### src/logic/dmem_pkg.sv
package dmem_pkg;

    localparam int ADDR_BITS = 10;                       // 1 KiB data RAM
    localparam int SET_BITS  = 3;                        // 8 lines
    localparam int TAG_BITS  = ADDR_BITS - SET_BITS - 2;
    localparam int STAT_BITS = 16;
    localparam int SETS      = 1 << SET_BITS;
    localparam int RAM_BYTES = 1 << ADDR_BITS;

    // funct3 encodings, shared by loads and stores
    localparam logic [2:0] F3_LW  = 3'd0;
    localparam logic [2:0] F3_LH  = 3'd1;
    localparam logic [2:0] F3_LB  = 3'd2;
    localparam logic [2:0] F3_LHU = 3'd5;
    localparam logic [2:0] F3_LBU = 3'd6;

    typedef struct packed {
        logic        rd;                                 // load strobe
        logic        wr;                                 // store strobe
        logic [2:0]  funct3;
        logic [31:0] addr;
        logic [31:0] wdata;
    } mem_req_t;

    typedef union packed {
        logic [31:0] raw;
        struct packed {
            logic [31-ADDR_BITS:0] unused;               // above the RAM size
            logic [TAG_BITS-1:0]   tag;
            logic [SET_BITS-1:0]   set;
            logic [1:0]            offset;
        } f;
    } addr_u;

    typedef struct packed {
        logic [STAT_BITS-1:0] hits;
        logic [STAT_BITS-1:0] misses;
        logic [STAT_BITS-1:0] bypass;
    } dmem_stats_t;

    // raw holds the bytes read little-endian from the access address
    function automatic logic [31:0] load_format(input logic [31:0] raw,
                                                input logic [2:0]  funct3);
        case (funct3)
            F3_LH:   return {{16{raw[15]}}, raw[15:0]};
            F3_LB:   return {{24{raw[7]}}, raw[7:0]};
            F3_LHU:  return {16'h0000, raw[15:0]};
            F3_LBU:  return {24'h000000, raw[7:0]};
            default: return raw;                         // LW and unknown codes
        endcase
    endfunction

    function automatic logic [2:0] access_bytes(input logic [2:0] funct3);
        case (funct3)
            F3_LH, F3_LHU: return 3'd2;
            F3_LB, F3_LBU: return 3'd1;
            default:       return 3'd4;
        endcase
    endfunction

endpackage

### src/logic/cache_stats.sv
module cache_stats
    import dmem_pkg::*;
(
    input  logic        clk,
    input  logic        rst_n,
    input  logic        ld_hit,
    input  logic        ld_miss,
    input  logic        ld_bypass,
    output dmem_stats_t stats
);

    // counters wrap silently
    always_ff @(posedge clk)
    begin
        if (!rst_n)
        begin
            stats <= '0;
        end
        else
        begin
            if (ld_hit)
            begin
                stats.hits <= stats.hits + 1'b1;
            end
            if (ld_miss)
            begin
                stats.misses <= stats.misses + 1'b1;
            end
            if (ld_bypass)
            begin
                stats.bypass <= stats.bypass + 1'b1;  // unaligned or cache off
            end
        end
    end

endmodule

### config.mk
export PLATFORM = sky130hd
export DESIGN_NAME = cache_stats
export DESIGN_NICKNAME = d
export VERILOG_FILES = /design/src/logic/dmem_pkg.sv /design/src/logic/cache_stats.sv
export SDC_FILE = /design/constraint.sdc
export NUM_CORES = 1
export LEC_CHECK = 0
export ABC_AREA = 0
export ABC_CLOCK_PERIOD_IN_PS = 1900
export BUFFER_PORTS_ARGS = -buffer_cell sky130_fd_sc_hd__buf_4
export CORE_UTILIZATION = 52
export CTS_CLUSTER_DIAMETER = 120
export DETAILED_ROUTE_END_ITERATION = 8
export PLACE_DENSITY = 0.78
export SLEW_MARGIN = 20
export SYNTH_ARGS = -nofsm -noshare
export SYNTH_HDL_FRONTEND = slang
export SYNTH_SLANG_ARGS = --single-unit
### constraint.sdc
create_clock -name clk -period 1.9 [get_ports clk]
set_input_delay 0 -clock clk [delete_from_list [all_inputs] [get_ports clk]]
set_output_delay 0 -clock clk [all_outputs]
set_load 0.005 [all_outputs]
==> results of run 1 <==
## layout make-up
type,count,area share (%)
multi-input combinational,177,40.81
clock buffer,6,2.712
inverter,8,1.122
clock inverter,2,1.309
tap,48,2.244
sequential,48,35.90
timing repair buffer,56,15.90
## cell usage in the layout, fill, tap and decap left out
cell type      count
buf_4             54
dfxtp_1           48
nor2_1            44
xnor2_1           23
nand2_1           20
xor2_1            13
nand3_1           11
nand4_1           11
nor3_1            10
nor4_1             9
mux2i_1            8
inv_1              7
nand2b_1           5
clkbuf_8           5
o21ai_0            4
or3_1              4
a21oi_1            4
nand4_2            3
ha_1               3
and3_1             2
dlygate4sd3_1      2
clkinv_1           1
and4_2             1
nand4_4            1
or4_4              1
bufinv_16          1
clkbuf_1           1
clkinv_2           1
## metrics by stage
| stage | cells | total power, mW | setup WS [ps] |
|---|---|---|---|
| 3_5_place_dp | 335 | 1.150 | 306.6 |
| 3_3_place_gp | 335 | 1.147 | 352.4 |
| 5_1_grt | 345 | 1.926 | 183.7 |
| 4_1_cts | 345 | 1.871 | 290.8 |
| 2_1_floorplan | 241 | 1.114 | 392.5 |
| 6_report | 345 | 1.854 | 283.0 |
## worst max path at each step
| stage | end | slack [ps] | cells past startpoint |
|---|---|---|---|
| CTS | stats[42]$_SDFFE_PN0P_ | 290 | 5 |
| floorplan | stats[42]$_SDFFE_PN0P_ | 390 | 5 |
| global route | stats[42]$_SDFFE_PN0P_ | 180 | 5 |
| finish | stats[42]$_SDFFE_PN0P_ | 280 | 5 |
| detailed placement | stats[42]$_SDFFE_PN0P_ | 310 | 5 |
| global placement | stats[42]$_SDFFE_PN0P_ | 350 | 5 |
## timing repair
action                    in CTS  in global routing
hold endpoints to repair       3                  0
resized for setup              0                  0
hold buffers                   2                  0
## cells by family (layout without fill, tap and decap cells)
| logic type | count (synthesis) | after routing | share of synthesized area (%) |
|---|---|---|---|
| simple gates | 122 | 122 | 29.22 |
| flops | 48 | 48 | 45.34 |
| xor+xnor | 36 | 36 | 14.88 |
| buf+inv | 16 | 72 | 3.129 |
| compound gates | 8 | 8 | 1.889 |
| mux | 8 | 8 | 3.778 |
| fa+ha+maj | 3 | 3 | 1.771 |
## layer usage
layer,track usage [%],vias up,part of all wire (%)
li1,-,928,-
met1,25.67,813,47
met2,33.93,40,46
met3,5.172,5,5.5
met4,8.152,0,1.2
met5,0,-,0
## worst max-delay path, delay by kind of cell (launching register included)
family	cells	cell delay, ps
xor+xnor	1	140
fa+ha+maj	1	290
buf+inv	1	90
flops	1	430
simple gates	2	560
## report_power, final
group          leakage [nW]  switching (mW)  internal, mW
Clock                0.0552           0.335         0.391
Sequential            0.388          0.0173          1.02
Combinational         0.648          0.0464        0.0457
==> results.json, run 1 <==
{
  "stdcell_area_um2": 2676,
  "synth_top_area_cell": "dfxtp_1",
  "ys_warn_count": 0,
  "clkLatencyLatePin_ps": 300,
  "first_iter_violations": 68,
  "syn_area_um2": 2120,
  "largest_reg_flops": 48,
  "drive_above_1_share_pct": 22.56,
  "coreArea_um2": 3771,
  "r2r-start": "stats[32]$_SDFFE_PN0P_",
  "setup_viol": 0,
  "cts_tree": "built",
  "maxCapViolations": 0,
  "crit_chain": "ha_1 > inv_1 > or4_4 > xor2_1 > nor2_1",
  "multi_input_area_um2": 1092,
  "dieArea_um2": 4336,
  "routabilityCongestion": 0.8110,
  "grt_max_degree": 27,
  "crit_type": "reg -> reg",
  "largestRegisters": "stats (48)",
  "synth.avg_cell_area_um2": 8.795,
  "holdWs_ps": 15.65,
  "r2r_cells": 5,
  "drcViolationCount": 0,
  "grt_use_total_pct": 20.65,
  "ys.flop_type": "dfxtp_1",
  "synth.distinct_cells": 26,
  "cp-start-kind": "flip-flop",
  "grt_antenna_before_repair": 0,
  "clockRootBuffer": "clkbuf_8",
  "fmax_mhz": 618.4,
  "hpwlAfterDp_mm": 2.894,
  "final_hold_viol_count": 0,
  "slew_viol_final": 0,
  "fill_cells": 304,
  "hp-start": "rst_n",
  "fin_skew_ps": 4.960,
  "register_area_um2": 960.9,
  "clockBufferDepth": 2,
  "yosys-top-cells-area": "dfxtp_1, xnor2_1, nor2_1",
  "final_util_pct": 70.97,
  "rrSetupSlack_ps": 280,
  "status": "finished, final reports clean",
  "grt-ovfl-total": 0,
  "power_density_nw_per_um2": 692.9,
  "die_w_um": 65.85,
  "dieHeight_um": 65.85,
  "clk_pin_slew_worst_paths_ps": 90,
  "via_per_inst": 5.177,
  "r2r-end": "stats[42]$_SDFFE_PN0P_",
  "ant_nets": 0,
  "min_period_over_period_pct": 85.10,
  "seq_area_frac_synth_pct": 45.34,
  "cp-startpoint": "stats[32]$_SDFFE_PN0P_",
  "h-tree-depth": 2,
  "fin_nets": 304,
  "synth_edf_count": 0,
  "wl_mm": 4.187,
  "holdPathEnd": "stats[14]$_SDFFE_PN0P_",
  "slew_headroom_pct": 66.15,
  "ios": 53,
  "cpPeakStageDelay_ps": 510,
  "grt_pass1_wl_mm": 6.886,
  "start_util_pct": 56.20,
  "vias": 1786,
  "power.leakage_nw": 1.091,
  "min_path_cells": 3,
  "end_kind": "flip-flop",
  "wl_per_cell_um": 12.14,
  "critPathSlowestCell": "or4_4",
  "grt_pass1_vias": 1546,
  "area_growth_pct": 26.27,
  "required_ps": 2090,
  "arrival_ps": 1800,
  "placed_area_um2": 2549,
  "tightest_slew_ps": 504.7,
  "postCtsSetupRepairBufs": 0,
  "worst_ir_drop_vdd_v": 0.0005041,
  "hp-class": "in -> reg",
  "ys_top_cells_by_count": "dfxtp_1, nor2_1, xnor2_1, nand2_1, xor2_1",
  "top_register": "stats",
  "diodes": 0,
  "cts_made_buffers": 5,
  "io_buffers": 52,
  "clock-sinks": 48,
  "synth_nets": 249,
  "synth_top_area_share_pct": 45.34,
  "rows": 22,
  "rsz0062_at_grt": "no",
  "ys_ff_latch": 48,
  "critPathMaxFanout": 6,
  "syn_inst": 241,
  "period_needed_ps": 1617,
  "drt_pass1_iterations": 4,
  "async_reset_ff_share_pct": 0,
  "yosysMostFrequentCell": "dfxtp_1",
  "fin_setup_tns_ps": 0
}
No activity file was read; power rests on OpenSTA's default activity.
==> run 2, diff against run 1 <==
- CORE_UTILIZATION: 52 -> 50
- PLACE_DENSITY: 0.78 -> 0.76
- SKIP_CTS_REPAIR_TIMING: default -> 1
==> results.json, run 2 (synthesis results as in run 1) <==
{
  "drcViolationCount": 0,
  "arrival_ps": 1800,
  "clk_pin_slew_worst_paths_ps": 90,
  "power.leakage_nw": 1.077,
  "diodes": 0,
  "maxCapViolations": 0,
  "tightest_slew_ps": 359.6,
  "r2r-start": "stats[32]$_SDFFE_PN0P_",
  "violations": "hold timing",
  "final_hold_viol_count": 1,
  "largestRegisters": "stats (48)",
  "routabilityCongestion": 0.8161,
  "period_needed_ps": 1595,
  "setup_viol": 0,
  "stdcell_area_um2": 2651,
  "drive_above_1_share_pct": 22.45,
  "die_w_um": 67.11,
  "required_ps": 2110,
  "hpwlAfterDp_mm": 2.944,
  "grt_pass1_wl_mm": 6.713,
  "fin_skew_ps": 12.37,
  "clkLatencyLatePin_ps": 310,
  "cpPeakStageDelay_ps": 510,
  "grt-ovfl-total": 0,
  "first_iter_violations": 137,
  "crit_type": "reg -> reg",
  "hp-class": "in -> reg",
  "clockRootBuffer": "clkbuf_8",
  "fmax_mhz": 626.8,
  "total_power_mw": 1.849,
  "slew_viol_final": 0,
  "largest_reg_flops": 48,
  "fin_ws_ps": 304.7,
  "cp-startpoint": "stats[32]$_SDFFE_PN0P_",
  "clockBufferDepth": 2,
  "cts_made_buffers": 5,
  "worst_ir_drop_vdd_v": 0.0004368,
  "fin_nets": 301,
  "end_kind": "flip-flop",
  "grt_antenna_before_repair": 0,
  "power_density_nw_per_um2": 697.3,
  "ant_nets": 0,
  "wl_per_cell_um": 11.94,
  "dieArea_um2": 4504,
  "grt_pass1_vias": 1521,
  "min_period_over_period_pct": 83.96,
  "rows": 23,
  "dp_slack_ps": 307.9,
  "rsz0062_at_grt": "no",
  "via_per_inst": 5.145,
  "crit_chain": "ha_1 > inv_1 > or4_4 > xor2_1 > nor2_1",
  "cts_tree": "built",
  "grt_max_degree": 37,
  "cp_top_family": "simple AND/OR/NAND/NOR gates",
  "final_cell_mix": "buf_4, dfxtp_1, nor2_1, xnor2_1, nand2_1",
  "holdWs_ps": -3.583,
  "rrSetupSlack_ps": 300,
  "dieHeight_um": 67.11,
  "area_growth_pct": 25.09,
  "top_register": "stats",
  "start_util_pct": 52.61,
  "h-tree-depth": 2,
  "cp_num_buf_inv": 1,
  "hp-start": "ld_bypass",
  "fin_setup_tns_ps": 0,
  "status": "complete, but fails checks",
  "io_buffers": 52,
  "ios": 53,
  "drt_pass1_iterations": 4,
  "layout_commonest_cell": "buf_4",
  "grt_use_total_pct": 19.82,
  "cp-start-kind": "flip-flop",
  "slew_headroom_pct": 75.81,
  "coreArea_um2": 4029,
  "wl_mm": 4.107,
  "critPathMaxFanout": 6,
  "placed_area_um2": 2544,
  "vias": 1770,
  "critPathSlowestCell": "or4_4",
  "clock-sinks": 48
}
## run 2: tightest hold or removal path, delay by kind of cell
kind | cells | cell delay (ps)
buffers and inverters | 1 | 120
XOR/XNOR | 1 | 70
AND/OR/NAND/NOR | 1 | 80
## run 2: area by class of cell
cell class / instances / area [um^2]
Fill cell: 357 / 1378
Multi-Input combinational cell: 177 / 1092
Sequential cell: 48 / 960.9
Timing Repair Buffer: 53 / 397.9
Clock buffer: 6 / 72.57
Tap cell: 50 / 62.56
Clock inverter: 2 / 35.03
Inverter: 8 / 30.03
## run 2: worst paths after layout
path / endpoint / depth (start not counted)
hold / removal: stats[0]$_SDFFE_PN0P_ / 3
hold reg to reg: stats[15]$_SDFFE_PN0P_ / 2
setup / recovery: stats[42]$_SDFFE_PN0P_ / 5
setup reg to reg: stats[42]$_SDFFE_PN0P_ / 5
## run 2: report_power, final
part / internal (mW) / leakage [nW] / switching (mW)
registers: 1.02 / 0.388 / 0.0178
logic: 0.0430 / 0.634 / 0.0445
clock network: 0.391 / 0.0552 / 0.334
## run 2: metrics by stage
step                      util, %  hold WS [ps]  std cells
final                       65.81        -3.583        344
after global placement      63.14         292.5        336
after floorplan                 -         174.6        241
after CTS                   65.81        -10.18        344
after detailed placement    63.14         309.8        336
after global routing        65.81         3.371        344
## run 2: routing by layer
metal	up-vias	GRT usage (%)	wire length, um
li1	917	-	-
met1	816	24.82	1934
met4	0	8.777	70
met3	7	6.164	194
met5	-	0	0
met2	30	31.00	1908
