### src/logic/dmem_pkg.sv
package dmem_pkg;

    localparam int ADDR_BITS = 10;                       // 1 KiB data RAM
    localparam int SET_BITS  = 3;                        // 8 lines
    localparam int TAG_BITS  = ADDR_BITS - SET_BITS - 2;
    localparam int STAT_BITS = 16;
    localparam int SETS      = 1 << SET_BITS;
    localparam int RAM_BYTES = 1 << ADDR_BITS;

    // funct3 encodings, shared by loads and stores
    localparam logic [2:0] F3_LW  = 3'd0;
    localparam logic [2:0] F3_LH  = 3'd1;
    localparam logic [2:0] F3_LB  = 3'd2;
    localparam logic [2:0] F3_LHU = 3'd5;
    localparam logic [2:0] F3_LBU = 3'd6;

    typedef struct packed {
        logic        rd;                                 // load strobe
        logic        wr;                                 // store strobe
        logic [2:0]  funct3;
        logic [31:0] addr;
        logic [31:0] wdata;
    } mem_req_t;

    typedef union packed {
        logic [31:0] raw;
        struct packed {
            logic [31-ADDR_BITS:0] unused;               // above the RAM size
            logic [TAG_BITS-1:0]   tag;
            logic [SET_BITS-1:0]   set;
            logic [1:0]            offset;
        } f;
    } addr_u;

    typedef struct packed {
        logic [STAT_BITS-1:0] hits;
        logic [STAT_BITS-1:0] misses;
        logic [STAT_BITS-1:0] bypass;
    } dmem_stats_t;

    // raw holds the bytes read little-endian from the access address
    function automatic logic [31:0] load_format(input logic [31:0] raw,
                                                input logic [2:0]  funct3);
        case (funct3)
            F3_LH:   return {{16{raw[15]}}, raw[15:0]};
            F3_LB:   return {{24{raw[7]}}, raw[7:0]};
            F3_LHU:  return {16'h0000, raw[15:0]};
            F3_LBU:  return {24'h000000, raw[7:0]};
            default: return raw;                         // LW and unknown codes
        endcase
    endfunction

    function automatic logic [2:0] access_bytes(input logic [2:0] funct3);
        case (funct3)
            F3_LH, F3_LHU: return 3'd2;
            F3_LB, F3_LBU: return 3'd1;
            default:       return 3'd4;
        endcase
    endfunction

endpackage

### src/logic/dcache.sv
module dcache
    import dmem_pkg::*;
(
    input  logic        clk,
    input  logic        rst_n,
    input  mem_req_t    req,
    input  logic        cache_en,
    input  logic [31:0] ram_word,
    output logic [31:0] rdata,
    output logic        hit,
    output logic        ld_hit,
    output logic        ld_miss,
    output logic        ld_bypass
);

    logic [31:0]         line_data [SETS];
    logic [TAG_BITS-1:0] line_tag  [SETS];
    logic [SETS-1:0]     line_valid;

    addr_u       cur;                                // access address
    addr_u       nxt;                                // following word
    logic        cur_match;
    logic        nxt_match;
    logic        cacheable;
    logic [2:0]  nbytes;
    logic [3:0]  base_mask;
    logic [7:0]  span_mask;                          // bytes touched, two words
    logic        spans;
    logic        full_word;
    logic        store;
    logic [31:0] bit_mask;
    logic [31:0] wdata_sh;
    logic [31:0] merged;

    assign cur.raw = req.addr;
    assign nxt.raw = {req.addr[31:2] + 30'd1, 2'b00};

    assign cur_match = line_valid[cur.f.set] && (line_tag[cur.f.set] == cur.f.tag);
    assign nxt_match = line_valid[nxt.f.set] && (line_tag[nxt.f.set] == nxt.f.tag);

    // only word-aligned loads go through the cache
    assign cacheable = req.rd && cache_en && (cur.f.offset == 2'b00);

    assign hit       = cacheable && cur_match;
    assign ld_hit    = hit;
    assign ld_miss   = cacheable && !cur_match;
    assign ld_bypass = req.rd && !cacheable;

    assign rdata = load_format(hit ? line_data[cur.f.set] : ram_word, req.funct3);

    assign nbytes = access_bytes(req.funct3);
    assign store  = req.wr && cache_en;

    always_comb
    begin
        case (nbytes)
            3'd4:    base_mask = 4'b1111;
            3'd2:    base_mask = 4'b0011;
            default: base_mask = 4'b0001;
        endcase
        span_mask = {4'b0000, base_mask} << cur.f.offset;
        for (int b = 0; b < 4; b++)
        begin
            bit_mask[8*b +: 8] = {8{span_mask[b]}};
        end
        wdata_sh = req.wdata << {cur.f.offset, 3'b000};
        merged   = (line_data[cur.f.set] & ~bit_mask) | (wdata_sh & bit_mask);
    end

    assign spans     = |span_mask[7:4];              // store runs into next word
    assign full_word = (span_mask == 8'h0f);         // word store at offset zero

    // line payload and tags
    always_ff @(posedge clk)
    begin
        if (ld_miss)
        begin
            line_data[cur.f.set] <= ram_word;        // raw word, not the formatted one
            line_tag[cur.f.set]  <= cur.f.tag;
        end
        else if (store)
        begin
            if (full_word)
            begin
                line_data[cur.f.set] <= req.wdata;
                line_tag[cur.f.set]  <= cur.f.tag;
            end
            else if (!spans && cur_match)
            begin
                line_data[cur.f.set] <= merged;
            end
        end
    end

    // valid bits
    always_ff @(posedge clk)
    begin
        if (!rst_n)
        begin
            line_valid <= '0;
        end
        else if (ld_miss)
        begin
            line_valid[cur.f.set] <= 1'b1;
        end
        else if (store)
        begin
            if (full_word)
            begin
                line_valid[cur.f.set] <= 1'b1;       // allocate
            end
            else if (spans)
            begin
                // both overlapped words go, each checked against its own tag
                if (cur_match)
                begin
                    line_valid[cur.f.set] <= 1'b0;
                end
                if (nxt_match)
                begin
                    line_valid[nxt.f.set] <= 1'b0;
                end
            end
        end
    end

endmodule

### config.mk
export PLATFORM = sky130hd
export DESIGN_NAME = dcache
export DESIGN_NICKNAME = d
export VERILOG_FILES = /design/src/logic/dmem_pkg.sv /design/src/logic/dcache.sv
export SDC_FILE = /design/constraint.sdc
export NUM_CORES = 1
export LEC_CHECK = 0
export BUFFER_PORTS_ARGS = -buffer_cell sky130_fd_sc_hd__buf_4
export CORE_MARGIN = 2
export CORE_UTILIZATION = 36
export CTS_CLUSTER_DIAMETER = 60
export CTS_CLUSTER_SIZE = 10
export DETAILED_ROUTE_END_ITERATION = 12
export PLACE_DENSITY_LB_ADDON = 0.12
export SYNTH_ARGS = -nofsm -noshare
export SYNTH_HDL_FRONTEND = slang
export SYNTH_SLANG_ARGS = --single-unit
### constraint.sdc
create_clock -name clk -period 8.7 [get_ports clk]
set_input_delay 0.87 -clock clk [delete_from_list [all_inputs] [get_ports clk]]
set_output_delay 0.87 -clock clk [all_outputs]
set_load 0.05 [all_outputs]
==> summary.txt, run 1 <==
Routing
  • DRC: 0
  • ANT nets after route: 0
  • Drt wl/cell: 27.07 µm
  • DR pass1 iterations: 5
  • DR WL met2: 20760 µm
  • Top Metal Used: met4
  • Via count: slightly below 10000
  • Metal1 wirelength: roughly 21000 µm
  • Vias per cell: 5.964
  • Final wirelength: 45000 µm
  • DR WL met3: 2747 µm
  • DR iter-0 viols: around 830

Run status
  • Status: completed

Synth
  • YS warnings: 0
  • Post-synthesis sequential area ratio: 0.6423
  • Synth Cell Area: 14090 µm²
  • Post-Synthesis Cells: roughly 1000
  • Mapped Avg Cell Area: 13.72 µm²
  • FFs w/ async S/R, synth: 0
  • Syn Nets: 1132
  • Main synth FF type: edfxtp_1
  • Seq cells post-synth: just over 300
  • EDFF count, synth: a little under 300
  • Post-synth cell types: approximately 60

Floorplan
  • Number of top-level pins: 140
  • Die area: 40730 µm²
  • Starting Density: 0.3645
  • Core ar.: 38650 µm²
  • FP Rows: 72
  • Die Height: 201.8 µm
  • Die width: 201.8 µm

Global routing
  • Initial antenna violation count: 0
  • GR Overflow Total: 0
  • Largest net degree at the start of global routing: 52
  • First-pass GRT wire length: roughly 66000 µm
  • All-layer global routing usage: 0.2193
  • Vias in the first global route: 9526

Final layout
  • Non-filler instance count after layout: ~1700
  • Area grow syn2layout: 18.13%
  • Final Net Count: 1230
  • Ratio of cells with drive above 1 in the final layout: 0.2028
  • Diodes inserted: 0
  • Layout Cell Area excl Fill: 16640 µm²

Timing
  • Max Slew Vio Count: 0
  • Final setup vio count: 0
  • Worst slew margin: 0.1398
  • Worst clock skew: 0.01371 ns
  • Final Hold Viols: 0
  • Setup TNS: 0 ns
  • Final cycle utilization of the critical path: 0.5962
  • RSZ-0062 raised after global routing: false
  • Minimum clock period: ~5.2 ns
  • Max Freq: 192.8 MHz
  • Worst-margin pin slew: roughly 1.3 ns

Worst setup path
  • WP data required: 7.83 ns
  • CP max FO: 45
  • CP startpoint kind: input port
  • CP Class: in -> out
  • WP data arrival: 4.32 ns
  • Worst-case reg-to-reg path depth: 11
  • Crit end category: primary output

Clock network
  • # hold bufs at CTS: 0
  • CTS buffer count: 39
  • Post-CTS resize count: 0
  • Clk slew on worst S/H paths: around 0.05 ns
  • Insertion delay to the later sink of the worst-skew pair: 0.53 ns
  • # H-tree levels: 2
  • Post-CTS setup buffer count: 0
  • Clk buf depth: 3
  • CTS root buf: clkbuf_16
  • CTS tree: done
  • # clock sinks: 304

Power
  • LEAKAGE: 5.673 nW
  • Pwr/cell area: between 200 and 250 nW/µm²
  • Worst VDD drop: ~0.00014 V

Placement
  • Dpl cells: 1602
  • RePlAce Congestion: around 0.77
  • Buffers on Ports: 117
  • DP Area: between 15000 and 20000 µm²
  • HPWL Detailed: 26940 µm

Min path
  • Worst min-delay path category: reg -> reg
  • Hold Path Cell Cnt: 2

Job
  • Maxcap violations: 0
[stage by stage]
| step | power, mW | hold slack [ns] | setup slack [ns] | utilization |
|---|---|---|---|---|
| global placement | 2.029 | 0.4905 | 3.179 | 0.4012 |
| CTS | 3.486 | 0.5146 | 3.442 | 0.4306 |
| floorplan | 1.884 | 0.4706 | 3.955 | - |
| detailed placement | 2.030 | 0.5081 | 3.192 | 0.4012 |
| finish | 3.459 | 0.5164 | 3.513 | 0.4306 |
| global route | 3.573 | 0.5286 | 3.292 | 0.4306 |
[layer usage]
metal | vias up | GRT usage
met2 | 342 | 0.3400
met4 | 0 | 0.06355
met3 | 59 | 0.03547
li1 | 4406 | -
met1 | 5105 | 0.3183
met5 | - | 0
[path summary, 6_finish.rpt]
kind	from	to	slack (ns)
worst max register to register	line_tag[1][0]$_DFFE_PP_	line_data[6][28]$_DFFE_PP_	4.47
worst min-delay path	line_valid[7]$_SDFFE_PN0P_	line_valid[7]$_SDFFE_PN0P_	0.52
worst max-delay path	req[34]	rdata[21]	3.51
worst min register to register	line_valid[7]$_SDFFE_PN0P_	line_valid[7]$_SDFFE_PN0P_	0.52
[layout make-up]
type | instances | area (µm²)
fillers | 3559 | 22010
flip-flops and latches | 304 | 9049
multi-input cells | 615 | 4659
repair buffers | 141 | 1059
clock buffers | 51 | 1031
well taps | 518 | 648.1
clock inverters | 9 | 105.1
inverters | 24 | 90.09
[cells in the mapped netlist (2+ instances only)]
cell       count  share of area
edfxtp_1     296           0.63
a22oi_1      155          0.083
mux2i_1       76          0.054
o21ai_0       63          0.022
clkbuf_1      55          0.015
nand2_1       38          0.010
a31oi_1       31          0.014
nor2_1        29         0.0077
o211ai_1      29          0.015
nand4_1       26          0.012
inv_1         22         0.0059
buf_2         20         0.0071
mux4_2        16          0.026
nand3_1       13         0.0046
nor2b_1       12         0.0053
a21oi_1       10         0.0036
a211oi_1       9         0.0048
nand3b_1       9         0.0048
nor3_1         9         0.0032
a222oi_1       8         0.0057
dfxtp_1        8          0.011
o2111ai_1      8         0.0050
and3_1         7         0.0031
and4_1         7         0.0044
o21ai_1        7         0.0025
xnor2_1        6         0.0037
xor2_1         6         0.0037
buf_4          4         0.0021
and2_1         3         0.0013
buf_6          3         0.0024
or3_1          3         0.0013
a2111oi_0      2         0.0012
a211oi_2       2         0.0018
a32oi_1        2         0.0012
buf_1          2        0.00053
inv_2          2        0.00053
nand2b_1       2        0.00089
o21a_1         2         0.0011
o311ai_0       2         0.0012
o31a_1         2         0.0012
[where the power goes]
group / leakage, nW / switching [mW] / internal (mW) / total [mW]
Combinational: 2.39 / 0.246 / 0.123 / 0.369
Clock: 0.555 / 0.574 / 0.885 / 1.46
Sequential: 2.73 / 0.00479 / 1.63 / 1.63
Total: 5.67 / 0.825 / 2.63 / 3.46
[cell usage in the layout, fill, tap and decap left out, types with 9 or more instances in the layout]
| cell type | n |
|---|---|
| nand2_1 | 38 |
| nand3b_1 | 9 |
| o21ai_0 | 63 |
| nand3_1 | 13 |
| buf_4 | 141 |
| mux4_2 | 16 |
| a21oi_1 | 10 |
| inv_1 | 22 |
| clkbuf_16 | 39 |
| a22oi_1 | 155 |
| nor2b_1 | 12 |
| edfxtp_1 | 296 |
| clkbuf_1 | 11 |
| nor2_1 | 21 |
| nand4_1 | 26 |
| o211ai_1 | 29 |
| a31oi_1 | 31 |
| a211oi_1 | 9 |
| mux2i_1 | 76 |
[critical path: stages]
cell,delay (ns)
buf_4,0.47
mux2i_1,0.16
mux4_2,0.49
xnor2_1,0.15
nor3_1,0.52
nand4_1,0.15
buf_4,0.33
o211ai_1,0.26
buf_4,0.35
o211ai_1,0.24
buf_4,0.27
[kinds of logic (layout without fill, tap and decap cells)]
group / after synthesis / after routing / synth area share
buffers and inverters: 108 / 225 / 0.03322
adders and majority gates: 1 / 1 / 0.0008880
xor gates and xnor gates: 12 / 12 / 0.007461
DFF: 304 / 304 / 0.6423
AOI/OAI and AO/OA: 343 / 343 / 0.1712
muxes: 93 / 93 / 0.08038
and+or+nand+nor: 166 / 166 / 0.06448
[flip-flops by register name (all words and copies together), names as in the netlist]
| register | flops |
|---|---|
| line_data | 256 |
| line_valid | 8 |
| line_tag | 40 |
Power figures use the tool's default switching activity.
==> inputs of run 2 (changes only) <==
--- a/config.mk
+++ b/config.mk
@@ -5,6 +5,7 @@
 export SDC_FILE = /design/constraint.sdc
 export NUM_CORES = 1
 export LEC_CHECK = 0
+export ABC_AREA = 1
 export BUFFER_PORTS_ARGS = -buffer_cell sky130_fd_sc_hd__buf_4
 export CORE_MARGIN = 2
 export CORE_UTILIZATION = 36
==> constraint.sdc (replaced) <==
create_clock -name clk -period 4.85 [get_ports clk]
set_input_delay 0.485 -clock clk [delete_from_list [all_inputs] [get_ports clk]]
set_output_delay 0.485 -clock clk [all_outputs]
set_load 0.05 [all_outputs]
==> summary.txt, run 2 <==
Routing
  • ANT nets after route: 0
  • Via count: 11190
  • DR pass1 iterations: 5
  • DR iter-0 viols: 962
  • Vias per cell: 5.433
  • Final wirelength: 46310 µm
  • Drt wl/cell: around 22 µm
  • DRC: 0

Synth
  • Seq cells post-synth: 304
  • Mapped Avg Cell Area: about 10 µm²
  • Main synth FF type: edfxtp_1
  • Post-synth cell types: 43
  • Post-synthesis sequential area ratio: 0.6228
  • EDFF count, synth: slightly below 300
  • Top cell type's share of synthesized area: 0.6117
  • Area contributors post-synth: edfxtp_1 61%, nand2_1 8.6%, o21ai_0 3.8%, inv_1 3.5%, nand3_1 3.0%
  • FFs w/ async S/R, synth: 0
  • Synth top cells by count: 332 x nand2_1, 296 x edfxtp_1, 135 x inv_1
  • Synth area leader: edfxtp_1
  • YS warnings: 0
  • Top-count cell post-synth: nand2_1
  • Synth Cell Area: 14530 µm²
  • Syn Nets: 1509
  • Post-Synthesis Cells: about 1400

Power
  • Internal power: roughly 4.7 mW
  • Seq pwr share: 0.468
  • Switching Fraction: 0.2438
  • Clock power frac: 0.422
  • LEAKAGE: roughly 6.7 nW
  • Combinational share of power: 0.110
  • Psw: 1.528 mW
  • Post-layout power: 6.268 mW
  • Worst VDD drop: roughly 0.00026 V
  • Pwr/cell area: 364.3 nW/µm²

Final layout
  • Non-filler instance count after layout: 2060
  • Top reg by flops: line_data
  • Top Registers: line_data x256, line_tag x40, line_valid x8
  • Multi-input logic area: 4598 µm²
  • Final Net Count: 1629
  • Commonest non-fill, non-tap cell in the layout: nand2_1
  • Seq. cell area: about 9000 µm²
  • Ratio of cells with drive above 1 in the final layout: 0.1537
  • Area grow syn2layout: 18.42%
  • Commonest cells after routing, fill and taps aside: 332 x nand2_1, 296 x edfxtp_1, 153 x buf_4
  • Max reg flops: 256
  • Diodes inserted: 0
  • FILL cells: 3849

Worst setup path
  • Worst-case reg-to-reg path depth: 14
  • CP Buf/Inv Count: 4
  • Reg2reg end: line_data[7][24]$_DFFE_PP_
  • Crit-path max cell delay: 0.42 ns
  • WP data arrival: 3.84 ns
  • CP startpoint kind: input port
  • Crit-path leading delay family: simple AND/OR/NAND/NOR gates
  • Reg-to-reg slack, setup: 1.56 ns
  • CP Depth: 15
  • R2R Path Start: line_tag[6][1]$_DFFE_PP_
  • CP Class: in -> out
  • Slowest CP cell: nor2_4
  • WP data required: approximately 4.4 ns
  • CP max FO: 44
  • CP cell instances: buf_4 -> inv_2 -> buf_4 -> nand2_1 -> nand3_1 -> nand2_1 -> o21ai_0 -> nand2_1 -> nor2_2 -> nand3_2 -> nor2_4 -> or2_2 -> nand3_2 -> nand3_1 -> buf_4
  • Crit end category: primary output

Clock network
  • Clk slew on worst S/H paths: 0.05 ns
  • # H-tree levels: 2
  • Post-CTS setup buffer count: 0
  • Insertion delay to the later sink of the worst-skew pair: 0.55 ns
  • CTS buffer count: 39
  • CTS tree: done
  • Clk buf depth: 3
  • Post-CTS resize count: 0
  • # hold bufs at CTS: 0
  • # clock sinks: 304
  • CTS root buf: clkbuf_16

Floorplan
  • Core ar.: 39820 µm²
  • Starting Density: 0.3649
  • Die area: between 40000 and 50000 µm²
  • Die width: 204.9 µm
  • Die Height: 204.9 µm
  • FP Rows: 73
  • Number of top-level pins: 140

Placement
  • Dpl cells: 2008
  • RePlAce Congestion: 0.8696
  • HPWL Detailed: 30400 µm
  • Buffers on Ports: roughly 120

Job
  • Maxcap violations: 0

Global routing
  • First-pass GRT wire length: approximately 70000 µm
  • Vias in the first global route: between 10000 and 15000
  • Initial antenna violation count: 0
  • All-layer global routing usage: 0.2231
  • Largest net degree at the start of global routing: 63
  • GR Overflow Total: 0

Min path
  • Hold Path Cell Cnt: 3
  • Worst min-delay path category: in -> reg
  • Hold endpoint: line_valid[3]$_SDFFE_PN0P_
  • Hold Path Origin: rst_n

Run status
  • Status: completed

Timing
  • Final hold slack: 0.2223 ns
  • Worst-margin pin slew: 0.9786 ns
  • Final cycle utilization of the critical path: 0.8919
  • Final setup vio count: 0
  • Worst slew margin: 0.3407
  • RSZ-0062 raised after global routing: false
  • Minimum clock period: 4.326 ns
  • Max Slew Vio Count: 0
  • Setup TNS: 0 ns
  • Max Freq: 231.2 MHz
  • Final Hold Viols: 0
  • Worst clock skew: 0.01722 ns
run 2: cell types whose count changed after synthesis, sizes merged, moves of 13 or more:
cell	before	now
inv	24	142
a221oi	0	44
nand2	38	335
o211ai	29	42
mux4	16	0
mux2i	76	12
nand3	13	91
o21ai	70	122
a22o	1	38
a31oi	31	3
a22oi	155	15
clkbuf	55	41
nor2	29	75
a21oi	11	52
run 2: area by class of cell:
| type | count | area share |
|---|---|---|
| timing repair buffer | 157 | 0.07141 |
| multi-input combinational | 878 | 0.2672 |
| clock buffer | 42 | 0.05985 |
| inverter | 144 | 0.03141 |
| tap | 525 | 0.03818 |
| sequential | 304 | 0.5259 |
| clock inverter | 10 | 0.006036 |
run 2: logic make-up after synthesis:
| family | synth area share |
|---|---|
| flip-flops | 0.6227 |
| AND/OR/NAND/NOR | 0.1548 |
| adder cells (fa/ha/maj) | 0.0008610 |
| AO/OA/AOI/OAI | 0.1491 |
| buffers and inverters | 0.06234 |
| multiplexers | 0.008267 |
| XOR/XNOR | 0.001809 |
run 2: how the worst max path moves through the flow:
stage	startpoint	to
after detailed placement	req[34]	rdata[17]
after global placement	req[34]	rdata[17]
after CTS	req[34]	rdata[17]
final	req[34]	rdata[17]
after global routing	req[34]	rdata[17]
after floorplan	req[36]	rdata[9]
run 2: metrics by stage:
step | cell area, µm² | worst slack [ns] | util
final | 17210 | 0.5243 | 0.4321
after global routing | 17210 | 0.3316 | 0.4321
after CTS | 17210 | 0.5186 | 0.4321
after detailed placement | 16070 | 0.5409 | 0.4036
after global placement | 16070 | 0.5743 | 0.4036
after floorplan | 14530 | 1.315 | -
run 2: power by group through the flow:
stage | Sequential, mW | Combinational (mW) | Clock, mW
final | 2.93 | 0.688 | 2.65
after global routing | 2.94 | 0.751 | 2.79
after CTS | 2.93 | 0.689 | 2.69
after detailed placement | 2.99 | 0.687 | 0
after global placement | 2.99 | 0.683 | 0
after floorplan | 2.98 | 0.419 | 0
run 2: worst register-to-register path: stages, from the launching register on:
cell      delay (ns)
edfxtp_1        0.38
inv_1           0.07
nand2_1         0.05
nand3_1         0.10
nand2_1         0.08
o21ai_0         0.15
nand2_1         0.10
nor2_2          0.12
nand3_2         0.21
inv_2           0.23
nand3_2         0.14
nand2_1         0.31
nand2_1         0.09
inv_1           0.47
buf_4           0.45
run 2: layer usage:
layer	up-vias	GRT usage	share of wire
met3	68	0.03643	0.060
met4	0	0.06218	0.022
met2	378	0.3576	0.47
met1	5492	0.3129	0.45
met5	-	0	0
li1	5253	-	-
